`src/hdl/ccu_pkg.sv`:
```
package ccu_pkg;

  //////////////////////////////////////////////////
  // Cluster geometry
  //////////////////////////////////////////////////

  localparam int NUM_CORES = 2;
  localparam int ADDR_W    = 32;
  localparam int DATA_W    = 32;                  // One data word per line
  localparam int OFFSET_W  = 2;                   // Byte offset within a line
  localparam int LINE_W    = ADDR_W - OFFSET_W;   // Compared for collisions

  // Memory arbiter sources, direct paths first, then controllers
  localparam int NUM_SRC = 2 * NUM_CORES;
  localparam int SRC_W   = $clog2(NUM_SRC);

  //////////////////////////////////////////////////
  // Coherency controller states
  //////////////////////////////////////////////////

  localparam int              ST_W        = 3;
  localparam logic [ST_W-1:0] ST_IDLE     = 3'd0;
  localparam logic [ST_W-1:0] ST_LOOKUP   = 3'd1;
  localparam logic [ST_W-1:0] ST_SNOOP    = 3'd2;
  localparam logic [ST_W-1:0] ST_SNP_WAIT = 3'd3;
  localparam logic [ST_W-1:0] ST_FETCH    = 3'd4;
  localparam logic [ST_W-1:0] ST_MEM_WAIT = 3'd5;
  localparam logic [ST_W-1:0] ST_RESP     = 3'd6;

  // Read address, seen either flat or split into line and offset
  typedef union packed {
    logic [ADDR_W-1:0] flat;
    struct packed {
      logic [LINE_W-1:0]   line;
      logic [OFFSET_W-1:0] offset;
    } f;
  } ccu_addr_u;

endpackage

```
`src/hdl/ccu_port_demux.sv`:
```
`timescale 1ns/1ps

module ccu_port_demux import ccu_pkg::*; (
  input  logic              clk_i,
  input  logic              rst_n_i,
  // Core read channel
  input  logic              ar_valid_i,
  input  ccu_addr_u         ar_addr_i,
  input  logic              ar_shareable_i,
  output logic              ar_ready_o,
  output logic              r_valid_o,
  output logic [DATA_W-1:0] r_data_o,
  input  logic              r_ready_i,
  // Shareable path, to the coherency controller
  output logic              sh_valid_o,
  output logic [ADDR_W-1:0] sh_addr_o,
  input  logic              sh_ready_i,
  input  logic              sh_rvalid_i,
  input  logic [DATA_W-1:0] sh_rdata_i,
  output logic              sh_rready_o,
  // Direct path, to the memory arbiter
  output logic              dir_valid_o,
  output logic [ADDR_W-1:0] dir_addr_o,
  input  logic              dir_ready_i,
  input  logic              dir_rvalid_i,
  input  logic [DATA_W-1:0] dir_rdata_i,
  output logic              dir_rready_o
);

  logic pend_q;    // Read accepted, response not yet taken
  logic sh_sel_q;  // Pending read went to the controller

  // Request side, steered by the shareable bit
  assign sh_valid_o  = ar_valid_i & ~pend_q & ar_shareable_i;
  assign dir_valid_o = ar_valid_i & ~pend_q & ~ar_shareable_i;
  assign sh_addr_o   = ar_addr_i.flat;
  assign dir_addr_o  = ar_addr_i.flat;
  assign ar_ready_o  = ~pend_q & (ar_shareable_i ? sh_ready_i : dir_ready_i);

  // Response side comes back from the remembered path only
  assign r_valid_o    = pend_q & (sh_sel_q ? sh_rvalid_i : dir_rvalid_i);
  assign r_data_o     = sh_sel_q ? sh_rdata_i : dir_rdata_i;
  assign sh_rready_o  = pend_q & sh_sel_q & r_ready_i;
  assign dir_rready_o = pend_q & ~sh_sel_q & r_ready_i;

  always_ff @(posedge clk_i or negedge rst_n_i) begin
    if (!rst_n_i) begin
      pend_q   <= 1'b0;
      sh_sel_q <= 1'b0;
    end else if (ar_valid_i && ar_ready_o) begin
      pend_q   <= 1'b1;
      sh_sel_q <= ar_shareable_i;
    end else if (r_valid_o && r_ready_i) begin
      pend_q   <= 1'b0;  // Port free again for the next read
    end
  end

endmodule

```
`src/hdl/ccu_lookup.sv`:
```
`timescale 1ns/1ps

module ccu_lookup import ccu_pkg::*; (
  input  logic [NUM_CORES-1:0]             lk_req_i,
  input  logic [NUM_CORES-1:0][LINE_W-1:0] lk_line_i,
  input  logic [NUM_CORES-1:0]             busy_i,
  input  logic [NUM_CORES-1:0][LINE_W-1:0] busy_line_i,
  output logic [NUM_CORES-1:0]             lk_collide_o
);

  // [i][j] set when controller j blocks controller i
  logic [NUM_CORES-1:0][NUM_CORES-1:0] inflight;  // j already owns the line
  logic [NUM_CORES-1:0][NUM_CORES-1:0] overlap;   // j asks for it in the same cycle

  //////////////////////////////////////////////////
  // Pairwise line compare
  //////////////////////////////////////////////////

  for (genvar i = 0; i < NUM_CORES; i++) begin : gen_req
    for (genvar j = 0; j < NUM_CORES; j++) begin : gen_other
      if (j != i) begin : gen_busy
        assign inflight[i][j] = busy_i[j] && (busy_line_i[j] == lk_line_i[i]);
      end else begin : gen_self
        assign inflight[i][j] = 1'b0;
      end

      // Same-cycle tie goes to the lowest index
      if (j < i) begin : gen_prio
        assign overlap[i][j] = lk_req_i[j] && (lk_line_i[j] == lk_line_i[i]);
      end else begin : gen_noprio
        assign overlap[i][j] = 1'b0;
      end
    end

    assign lk_collide_o[i] = lk_req_i[i] & (|{inflight[i], overlap[i]});
  end

endmodule

```
`src/hdl/ccu_ctrl.sv`:
```
`timescale 1ns/1ps

module ccu_ctrl import ccu_pkg::*; (
  input  logic              clk_i,
  input  logic              rst_n_i,
  // Shareable read from the port demux
  input  logic              req_valid_i,
  input  ccu_addr_u         req_addr_i,
  output logic              req_ready_o,
  output logic              resp_valid_o,
  output logic [DATA_W-1:0] resp_data_o,
  input  logic              resp_ready_i,
  // Line lookup
  output logic              lk_req_o,
  output logic [LINE_W-1:0] lk_line_o,
  input  logic              lk_collide_i,
  output logic              busy_o,
  output logic [LINE_W-1:0] busy_line_o,
  // Snoop of the other core
  output logic              ac_valid_o,
  output logic [ADDR_W-1:0] ac_addr_o,
  input  logic              ac_ready_i,
  input  logic              cr_valid_i,
  input  logic              cr_hit_i,
  input  logic [DATA_W-1:0] cr_data_i,
  output logic              cr_ready_o,
  // Line fetch through the memory arbiter
  output logic              fetch_valid_o,
  output logic [ADDR_W-1:0] fetch_addr_o,
  input  logic              fetch_ready_i,
  input  logic              fetch_rvalid_i,
  input  logic [DATA_W-1:0] fetch_rdata_i,
  output logic              fetch_rready_o
);

  logic [ST_W-1:0]   state_q;
  logic [ST_W-1:0]   state_d;
  ccu_addr_u         addr_q;  // Address of the read in service
  logic [DATA_W-1:0] data_q;  // Line returned to the core

  //////////////////////////////////////////////////
  // State machine
  //////////////////////////////////////////////////

  always_comb begin
    state_d = state_q;
    case (state_q)
      ST_IDLE: begin
        if (req_valid_i) state_d = ST_LOOKUP;
      end
      ST_LOOKUP: begin
        if (!lk_collide_i) state_d = ST_SNOOP;  // Else retry next cycle
      end
      ST_SNOOP: begin
        if (ac_ready_i) state_d = ST_SNP_WAIT;
      end
      ST_SNP_WAIT: begin
        if (cr_valid_i) state_d = cr_hit_i ? ST_RESP : ST_FETCH;
      end
      ST_FETCH: begin
        if (fetch_ready_i) state_d = ST_MEM_WAIT;
      end
      ST_MEM_WAIT: begin
        if (fetch_rvalid_i) state_d = ST_RESP;
      end
      ST_RESP: begin
        if (resp_ready_i) state_d = ST_IDLE;
      end
      default: state_d = ST_IDLE;
    endcase
  end

  always_ff @(posedge clk_i or negedge rst_n_i) begin
    if (!rst_n_i) begin
      state_q <= ST_IDLE;
    end else begin
      state_q <= state_d;
    end
  end

  // Address and data registers
  always_ff @(posedge clk_i) begin
    if (req_valid_i && req_ready_o) begin
      addr_q <= req_addr_i;
    end
    if (state_q == ST_SNP_WAIT && cr_valid_i && cr_hit_i) begin
      data_q <= cr_data_i;  // Snoop hit, other core has the line
    end else if (state_q == ST_MEM_WAIT && fetch_rvalid_i) begin
      data_q <= fetch_rdata_i;
    end
  end

  //////////////////////////////////////////////////
  // Outputs
  //////////////////////////////////////////////////

  assign req_ready_o  = (state_q == ST_IDLE);
  assign resp_valid_o = (state_q == ST_RESP);
  assign resp_data_o  = data_q;

  // Line stays locked from a passed lookup until the response is taken
  assign lk_req_o    = (state_q == ST_LOOKUP);
  assign lk_line_o   = addr_q.f.line;
  assign busy_o      = (state_q != ST_IDLE) && (state_q != ST_LOOKUP);
  assign busy_line_o = addr_q.f.line;

  assign ac_valid_o = (state_q == ST_SNOOP);
  assign ac_addr_o  = addr_q.flat;
  assign cr_ready_o = (state_q == ST_SNP_WAIT);

  assign fetch_valid_o  = (state_q == ST_FETCH);
  assign fetch_addr_o   = addr_q.flat;
  assign fetch_rready_o = (state_q == ST_MEM_WAIT);

endmodule

```
`src/hdl/ccu_mem_mux.sv`:
```
`timescale 1ns/1ps

module ccu_mem_mux import ccu_pkg::*; (
  input  logic                           clk_i,
  input  logic                           rst_n_i,
  // Read sources, direct paths then controllers
  input  logic [NUM_SRC-1:0]             src_valid_i,
  input  logic [NUM_SRC-1:0][ADDR_W-1:0] src_addr_i,
  output logic [NUM_SRC-1:0]             src_ready_o,
  output logic [NUM_SRC-1:0]             src_rvalid_o,
  output logic [NUM_SRC-1:0][DATA_W-1:0] src_rdata_o,
  input  logic [NUM_SRC-1:0]             src_rready_i,
  // Memory read port
  output logic                           mem_ar_valid_o,
  output logic [ADDR_W-1:0]              mem_ar_addr_o,
  output logic [SRC_W-1:0]               mem_ar_tag_o,
  input  logic                           mem_ar_ready_i,
  input  logic                           mem_r_valid_i,
  input  logic [DATA_W-1:0]              mem_r_data_i,
  input  logic [SRC_W-1:0]               mem_r_tag_i,
  output logic                           mem_r_ready_o
);

  logic             lock_q;   // Granted request waits for memory
  logic [SRC_W-1:0] grant_q;
  logic [SRC_W-1:0] rr_q;     // Highest priority source next
  logic [SRC_W-1:0] arb_sel;
  logic [SRC_W-1:0] cand;
  logic [SRC_W-1:0] sel;

  //////////////////////////////////////////////////
  // Request arbitration
  //////////////////////////////////////////////////

  // Walk from the farthest source back to rr_q, so the nearest valid one wins
  always_comb begin
    arb_sel = rr_q;
    cand    = rr_q;
    for (int k = NUM_SRC - 1; k >= 0; k--) begin
      cand = SRC_W'((int'(rr_q) + k) % NUM_SRC);
      if (src_valid_i[cand]) begin
        arb_sel = cand;
      end
    end
  end

  assign sel            = lock_q ? grant_q : arb_sel;
  assign mem_ar_valid_o = src_valid_i[sel];
  assign mem_ar_addr_o  = src_addr_i[sel];
  assign mem_ar_tag_o   = sel;  // Source index travels as the tag

  always_ff @(posedge clk_i or negedge rst_n_i) begin
    if (!rst_n_i) begin
      lock_q  <= 1'b0;
      grant_q <= '0;
      rr_q    <= '0;
    end else if (mem_ar_valid_o) begin
      if (mem_ar_ready_i) begin
        lock_q <= 1'b0;
        rr_q   <= SRC_W'((int'(sel) + 1) % NUM_SRC);
      end else begin
        lock_q  <= 1'b1;  // Hold the grant under back-pressure
        grant_q <= sel;
      end
    end
  end

  //////////////////////////////////////////////////
  // Response routing by tag
  //////////////////////////////////////////////////

  for (genvar k = 0; k < NUM_SRC; k++) begin : gen_src
    assign src_ready_o[k]  = mem_ar_ready_i & (sel == SRC_W'(k));
    assign src_rvalid_o[k] = mem_r_valid_i & (mem_r_tag_i == SRC_W'(k));
    assign src_rdata_o[k]  = mem_r_data_i;
  end

  assign mem_r_ready_o = src_rready_i[mem_r_tag_i];

endmodule

```
`src/hdl/ccu_top.sv`:
```
`timescale 1ns/1ps

module ccu_top import ccu_pkg::*; (
  input  logic                             clk_i,
  input  logic                             rst_n_i,
  // Core read channels
  input  logic [NUM_CORES-1:0]             ar_valid_i,
  input  logic [NUM_CORES-1:0][ADDR_W-1:0] ar_addr_i,
  input  logic [NUM_CORES-1:0]             ar_shareable_i,
  output logic [NUM_CORES-1:0]             ar_ready_o,
  output logic [NUM_CORES-1:0]             r_valid_o,
  output logic [NUM_CORES-1:0][DATA_W-1:0] r_data_o,
  input  logic [NUM_CORES-1:0]             r_ready_i,
  // Snoop channels
  output logic [NUM_CORES-1:0]             ac_valid_o,
  output logic [NUM_CORES-1:0][ADDR_W-1:0] ac_addr_o,
  input  logic [NUM_CORES-1:0]             ac_ready_i,
  input  logic [NUM_CORES-1:0]             cr_valid_i,
  input  logic [NUM_CORES-1:0]             cr_hit_i,
  input  logic [NUM_CORES-1:0][DATA_W-1:0] cr_data_i,
  output logic [NUM_CORES-1:0]             cr_ready_o,
  // Memory read port
  output logic                             mem_ar_valid_o,
  output logic [ADDR_W-1:0]                mem_ar_addr_o,
  output logic [SRC_W-1:0]                 mem_ar_tag_o,
  input  logic                             mem_ar_ready_i,
  input  logic                             mem_r_valid_i,
  input  logic [DATA_W-1:0]                mem_r_data_i,
  input  logic [SRC_W-1:0]                 mem_r_tag_i,
  output logic                             mem_r_ready_o
);

  // Demux to controller
  logic [NUM_CORES-1:0]             sh_valid;
  logic [NUM_CORES-1:0][ADDR_W-1:0] sh_addr;
  logic [NUM_CORES-1:0]             sh_ready;
  logic [NUM_CORES-1:0]             sh_rvalid;
  logic [NUM_CORES-1:0][DATA_W-1:0] sh_rdata;
  logic [NUM_CORES-1:0]             sh_rready;
  // Arbiter sources
  logic [NUM_SRC-1:0]               src_valid;
  logic [NUM_SRC-1:0][ADDR_W-1:0]   src_addr;
  logic [NUM_SRC-1:0]               src_ready;
  logic [NUM_SRC-1:0]               src_rvalid;
  logic [NUM_SRC-1:0][DATA_W-1:0]   src_rdata;
  logic [NUM_SRC-1:0]               src_rready;
  // Lookup
  logic [NUM_CORES-1:0]             lk_req;
  logic [NUM_CORES-1:0][LINE_W-1:0] lk_line;
  logic [NUM_CORES-1:0]             busy;
  logic [NUM_CORES-1:0][LINE_W-1:0] busy_line;
  logic [NUM_CORES-1:0]             lk_collide;

  for (genvar i = 0; i < NUM_CORES; i++) begin : gen_core
    ccu_port_demux i_demux (
      .clk_i, .rst_n_i,
      .ar_valid_i (ar_valid_i[i]), .ar_addr_i (ar_addr_i[i]),
      .ar_shareable_i (ar_shareable_i[i]), .ar_ready_o (ar_ready_o[i]),
      .r_valid_o (r_valid_o[i]), .r_data_o (r_data_o[i]), .r_ready_i (r_ready_i[i]),
      .sh_valid_o (sh_valid[i]), .sh_addr_o (sh_addr[i]), .sh_ready_i (sh_ready[i]),
      .sh_rvalid_i (sh_rvalid[i]), .sh_rdata_i (sh_rdata[i]), .sh_rready_o (sh_rready[i]),
      .dir_valid_o (src_valid[i]), .dir_addr_o (src_addr[i]), .dir_ready_i (src_ready[i]),
      .dir_rvalid_i (src_rvalid[i]), .dir_rdata_i (src_rdata[i]),
      .dir_rready_o (src_rready[i])
    );

    // Controller i snoops the other core, fetches through source NUM_CORES+i
    ccu_ctrl i_ctrl (
      .clk_i, .rst_n_i,
      .req_valid_i (sh_valid[i]), .req_addr_i (sh_addr[i]), .req_ready_o (sh_ready[i]),
      .resp_valid_o (sh_rvalid[i]), .resp_data_o (sh_rdata[i]), .resp_ready_i (sh_rready[i]),
      .lk_req_o (lk_req[i]), .lk_line_o (lk_line[i]), .lk_collide_i (lk_collide[i]),
      .busy_o (busy[i]), .busy_line_o (busy_line[i]),
      .ac_valid_o (ac_valid_o[NUM_CORES-1-i]), .ac_addr_o (ac_addr_o[NUM_CORES-1-i]),
      .ac_ready_i (ac_ready_i[NUM_CORES-1-i]), .cr_valid_i (cr_valid_i[NUM_CORES-1-i]),
      .cr_hit_i (cr_hit_i[NUM_CORES-1-i]), .cr_data_i (cr_data_i[NUM_CORES-1-i]),
      .cr_ready_o (cr_ready_o[NUM_CORES-1-i]),
      .fetch_valid_o (src_valid[NUM_CORES+i]), .fetch_addr_o (src_addr[NUM_CORES+i]),
      .fetch_ready_i (src_ready[NUM_CORES+i]), .fetch_rvalid_i (src_rvalid[NUM_CORES+i]),
      .fetch_rdata_i (src_rdata[NUM_CORES+i]), .fetch_rready_o (src_rready[NUM_CORES+i])
    );
  end

  ccu_lookup i_lookup (
    .lk_req_i (lk_req), .lk_line_i (lk_line), .busy_i (busy),
    .busy_line_i (busy_line), .lk_collide_o (lk_collide)
  );

  ccu_mem_mux i_mem_mux (
    .clk_i, .rst_n_i,
    .src_valid_i (src_valid), .src_addr_i (src_addr), .src_ready_o (src_ready),
    .src_rvalid_o (src_rvalid), .src_rdata_o (src_rdata), .src_rready_i (src_rready),
    .mem_ar_valid_o, .mem_ar_addr_o, .mem_ar_tag_o, .mem_ar_ready_i,
    .mem_r_valid_i, .mem_r_data_i, .mem_r_tag_i, .mem_r_ready_o
  );

endmodule

```
`config.mk`:
```
export PLATFORM = sky130hd
export DESIGN_NAME = ccu_top
export DESIGN_NICKNAME = d
export VERILOG_FILES = /design/src/hdl/ccu_pkg.sv /design/src/hdl/ccu_port_demux.sv /design/src/hdl/ccu_lookup.sv /design/src/hdl/ccu_ctrl.sv /design/src/hdl/ccu_mem_mux.sv /design/src/hdl/ccu_top.sv
export SDC_FILE = /design/constraint.sdc
export NUM_CORES = 1
export LEC_CHECK = 0
export ABC_AREA = 1
export BUFFER_PORTS_ARGS = -buffer_cell sky130_fd_sc_hd__buf_2
export CORE_UTILIZATION = 59
export DETAILED_ROUTE_END_ITERATION = 10
export GPL_TIMING_DRIVEN = 0
export PLACE_DENSITY = 0.91
export RECOVER_POWER = 50
export SLEW_MARGIN = 30
export SYNTH_ARGS = -nofsm -noshare
export SYNTH_HDL_FRONTEND = slang
export SYNTH_HIERARCHICAL = 1
export SYNTH_SLANG_ARGS = --single-unit
export TNS_END_PERCENT = 20
```
`constraint.sdc`:
```
create_clock -name clk_i -period 8.7 [get_ports clk_i]
set_input_delay 1.74 -clock clk_i [delete_from_list [all_inputs] [get_ports clk_i]]
set_output_delay 1.74 -clock clk_i [all_outputs]
set_load 0.01 [all_outputs]
```
==> summary.md <==
| Metric | Value |
|---|---|
| Initial Util | 60.1% |
| Worst hold path depth | 2 |
| Worst-Margin Slew | 0.988 ns |
| Vias post-DR | 11.3k |
| Critical Path Source | ar_valid_i[0] |
| EDFF count, synth | 128 |
| Post-CTS setup buffers | 0 |
| GR Overflow Total | 0 |
| Post-synthesis compound-gate area fraction | 6.46% |
| Port bufs | 253 |
| Nature of the critical path endpoint | output port |
| First-pass GRT wire length | 55500 um |
| Critical R2R Launch | gen_core[1].i_ctrl/state_q[0]$_DFFE_PN0P_ |
| Required time of the critical path | 6.96 ns |
| Num ports | 350 |
| Cts hold-fix bufs | 0 |
| Placeable Area | 21800 um^2 |
| Worst r2r path cells | 25 |
| Area growth syn-to-layout | 15.1% |
| Fin. Hold Viols | 0 |
| # DRC | 0 |
| Min-Delay Path Class | register to register |
| Mean Syn Cell Area | 7.54 um^2 |
| HPWL Detailed | 29900 um |
| Startpoint types | primary input |
| Seq/Total Area, Yosys | 32.2% |
| Leak Pwr | 7.93 nW |
| DIE AREA | 22800 um^2 |
| Distinct cells, synth | 43 |
| Multi-input gate area | 4300 um^2 |
| TritonCTS Buffers | 17 |
| Clk sinks | 143 |
| Largest net degree at the start of global routing | 33 |
| Peak Freq | 170 MHz |
| Max FO, Critical Path | 10 |
| FF/Latch Area | 4220 um^2 |
| DRT Pass-1 Iters | 5 |
| RSZ-0062 raised after global routing | false |
| Final setup vio count | 0 |
| Worst r2r dst | gen_core[0].i_ctrl/state_q[1]$_DFFE_PN0P_ |
| Worst relative slew slack | 33.6% |
| Tmin final | 5.87 ns |
| Synth Area in Adders | 0% |
| Nets | 2193 |
| Post-Layout Cell Count | 2309 |
| VDD IR max | 0.000228 V |
| Worst EP arrival | 4.13 ns |
| Clock Skew | 0.0177 ns |
| Die span in x | 151 um |
| Clk_lat worst skew | 0.43 ns |
| Num rows | 54 |
| Status | complete, no violations |
| # fillers | 1836 |
| Mapped Area | 13100 um^2 |
| Cell count after synthesis | 1735 |
| CTS tree | built |
| Post-synthesis simple-gate area fraction | 25.2% |
| Via-to-Cell Ratio | 4.91 |
| Post-CTS sizing | 0 |
| Clock transition at path regs | 0.07 ns |
| XOR/XNOR Fraction of Synth Area | 2.21% |
| Final RePlAce weighted congestion | 0.955 |
| Ys async rst share | 10.5% |
| Period utilization | 67.5% |
| Max Transition Viols Final | 0 |
| Syn_nets | 1913 |
| Pwr dens | 279 nW/um^2 |
| Main synth FF type | edfxtp_1 |
| Total wire length | 37100 um |
| Die H | 151 um |
| Reg-to-reg slack, setup | 5.44 ns |
| Multiplexer share of the synthesized area | 0% |
| Layout cells sized above 1 | 37.7% |
| Crit Path Class | primary input to output port |
| Synthesized flop and latch total | 143 |
| Post-DR wirelength/cell | 16.1 um |
| Synth warn | 6 |
| Finished Core Util | 69.2% |
| GRT Resource Usage Total | 32.2% |
| Post-route ant nets | 0 |
| Root Driver | clkbuf_16 |
| DR iter-0 viols | 587 |
| Max-Cap Viols | 0 |
| Vias in the first global route | 11.0k |
| Critical Path End | ar_ready_o[1] |
| Htree depth | 4 |
| Placed Cells | 2276 |
| Initial antenna violation count | 0 |
| Largest family of logic cells by synthesized area | buffers and inverters |
| Setup tns final | 0 ns |
| Clock buffer depth | 2 |
==> logic make-up after synthesis <==
kind of cell	after synthesis
AND/OR/NAND/NOR	773
buffers and inverters	670
XOR/XNOR	33
AO/OA/AOI/OAI	116
flip-flops	143
==> power by group <==
| part | total, W | internal, W | switching, W |
|---|---|---|---|
| Sequential | 0.000887 | 0.000833 | 0.0000538 |
| Combinational | 0.00256 | 0.000969 | 0.00159 |
| Clock | 0.000753 | 0.000410 | 0.000343 |
| Total | 0.00419 | 0.00221 | 0.00198 |
==> stage by stage <==
step | hold slack (ns) | setup WS (ns) | instance area, um^2 | total power (W)
finish | 0.485 | 2.83 | 15100 | 0.00419
global route | 0.509 | 2.62 | 15100 | 0.00445
CTS | 0.483 | 2.89 | 15400 | 0.00421
detailed placement | 0.467 | 2.90 | 14800 | 0.00346
global placement | 0.458 | 2.14 | 14700 | 0.00338
floorplan | 0.442 | 3.55 | 13100 | 0.00260
==> metal layers <==
| layer | part of all wire, % | global-route usage, % |
|---|---|---|
| met5 | 0 | 0 |
| met2 | 51 | 59.3 |
| met3 | 7.5 | 6.78 |
| met4 | 3.3 | 12.4 |
| met1 | 38 | 36.0 |
==> sequential cells by signal (all words and copies together) (netlist names) <==
name	cells
i_mem_mux/grant_q	2
gen_core.i_demux/pend_q	2
gen_core.i_ctrl/resp_data_o	64
gen_core.i_ctrl/ac_addr_o	64
i_mem_mux/rr_q	2
gen_core.i_ctrl/state_q	6
i_mem_mux/lock_q	1
gen_core.i_demux/sh_sel_q	2
==> placed cells by master (no fill, tap or decap), drive strengths merged, types with 2 or more instances in the layout <==
cell and count:
a22oi 14, nor2 66, clkinvlp 2, buf 600, a22o 3, nand2 594
xnor2 30, o22ai 6, xor2 3, dfrtp 15, nand3b 2, a21oi 9
clkbuf 163, o21ai 80, inv 193, nor3 20, edfxtp 128, nand3 46
clkinv 4, nand4 43
==> worst max-delay path: stages <==
cell	delay [ns]
clkbuf_1	0.12
inv_1	0.07
nor3_1	0.28
inv_1	0.11
nand2_1	0.09
nand3_1	0.09
nand2_1	0.09
inv_1	0.04
nand2_1	0.06
nand2_2	0.07
nand2_2	0.07
nand2_1	0.06
nand3_2	0.10
nand2_4	0.10
nor2_4	0.21
buf_4	0.24
inv_2	0.05
nor2_1	0.11
nand2_1	0.09
a21oi_1	0.17
buf_2	0.16
==> layout make-up <==
type / count / share of cell area [%]
Tap cell: 280 / 2.33
Buffer: 485 / 24.2
Sequential cell: 143 / 28.0
Multi-Input combinational cell: 922 / 28.5
Clock inverter: 15 / 1.11
Timing Repair Buffer: 261 / 8.18
Clock buffer: 17 / 2.82
Antenna cell: 1 / 0.0166
Inverter: 185 / 4.74
==> how the worst min path moves through the flow <==
| stage | startpoint | to | slack (ns) |
|---|---|---|---|
| floorplan | i_mem_mux/grant_q[1]$_DFFE_PN0P_ | i_mem_mux/grant_q[1]$_DFFE_PN0P_ | 0.44 |
| global placement | i_mem_mux/grant_q[1]$_DFFE_PN0P_ | i_mem_mux/grant_q[1]$_DFFE_PN0P_ | 0.46 |
| detailed placement | i_mem_mux/grant_q[1]$_DFFE_PN0P_ | i_mem_mux/grant_q[1]$_DFFE_PN0P_ | 0.47 |
| CTS | i_mem_mux/grant_q[1]$_DFFE_PN0P_ | i_mem_mux/grant_q[1]$_DFFE_PN0P_ | 0.48 |
| global route | i_mem_mux/grant_q[1]$_DFFE_PN0P_ | i_mem_mux/grant_q[1]$_DFFE_PN0P_ | 0.51 |
| finish | i_mem_mux/grant_q[1]$_DFFE_PN0P_ | i_mem_mux/grant_q[1]$_DFFE_PN0P_ | 0.48 |
==> Yosys cell counts, types with 2 or more instances <==
cell type / instances / area [um^2]
nor2_1: 59 / 221
nand2_1: 579 / 2170
a22oi_1: 10 / 75.1
inv_8: 2 / 22.5
dfrtp_1: 15 / 375
a21oi_1: 8 / 40.0
nand4_1: 42 / 263
buf_6: 25 / 282
edfxtp_1: 128 / 3840
nand3_1: 41 / 205
o21ai_2: 47 / 412
nand2_8: 2 / 40.0
clkbuf_1: 2 / 7.51
nand2_2: 11 / 68.8
nand2_4: 2 / 22.5
inv_2: 17 / 63.8
nor2_8: 3 / 60.1
o21ai_1: 21 / 105
inv_1: 164 / 616
o21ai_0: 12 / 60.1
xor2_1: 3 / 26.3
nand3b_1: 2 / 15.0
a22oi_2: 4 / 50.1
nor3_1: 20 / 100
o22ai_1: 6 / 37.5
nor2_4: 3 / 33.8
buf_4: 457 / 3430
a22o_1: 3 / 26.3
xnor2_1: 30 / 263
nand3_2: 4 / 40.0
No activity file was read; power rests on OpenSTA's default activity.
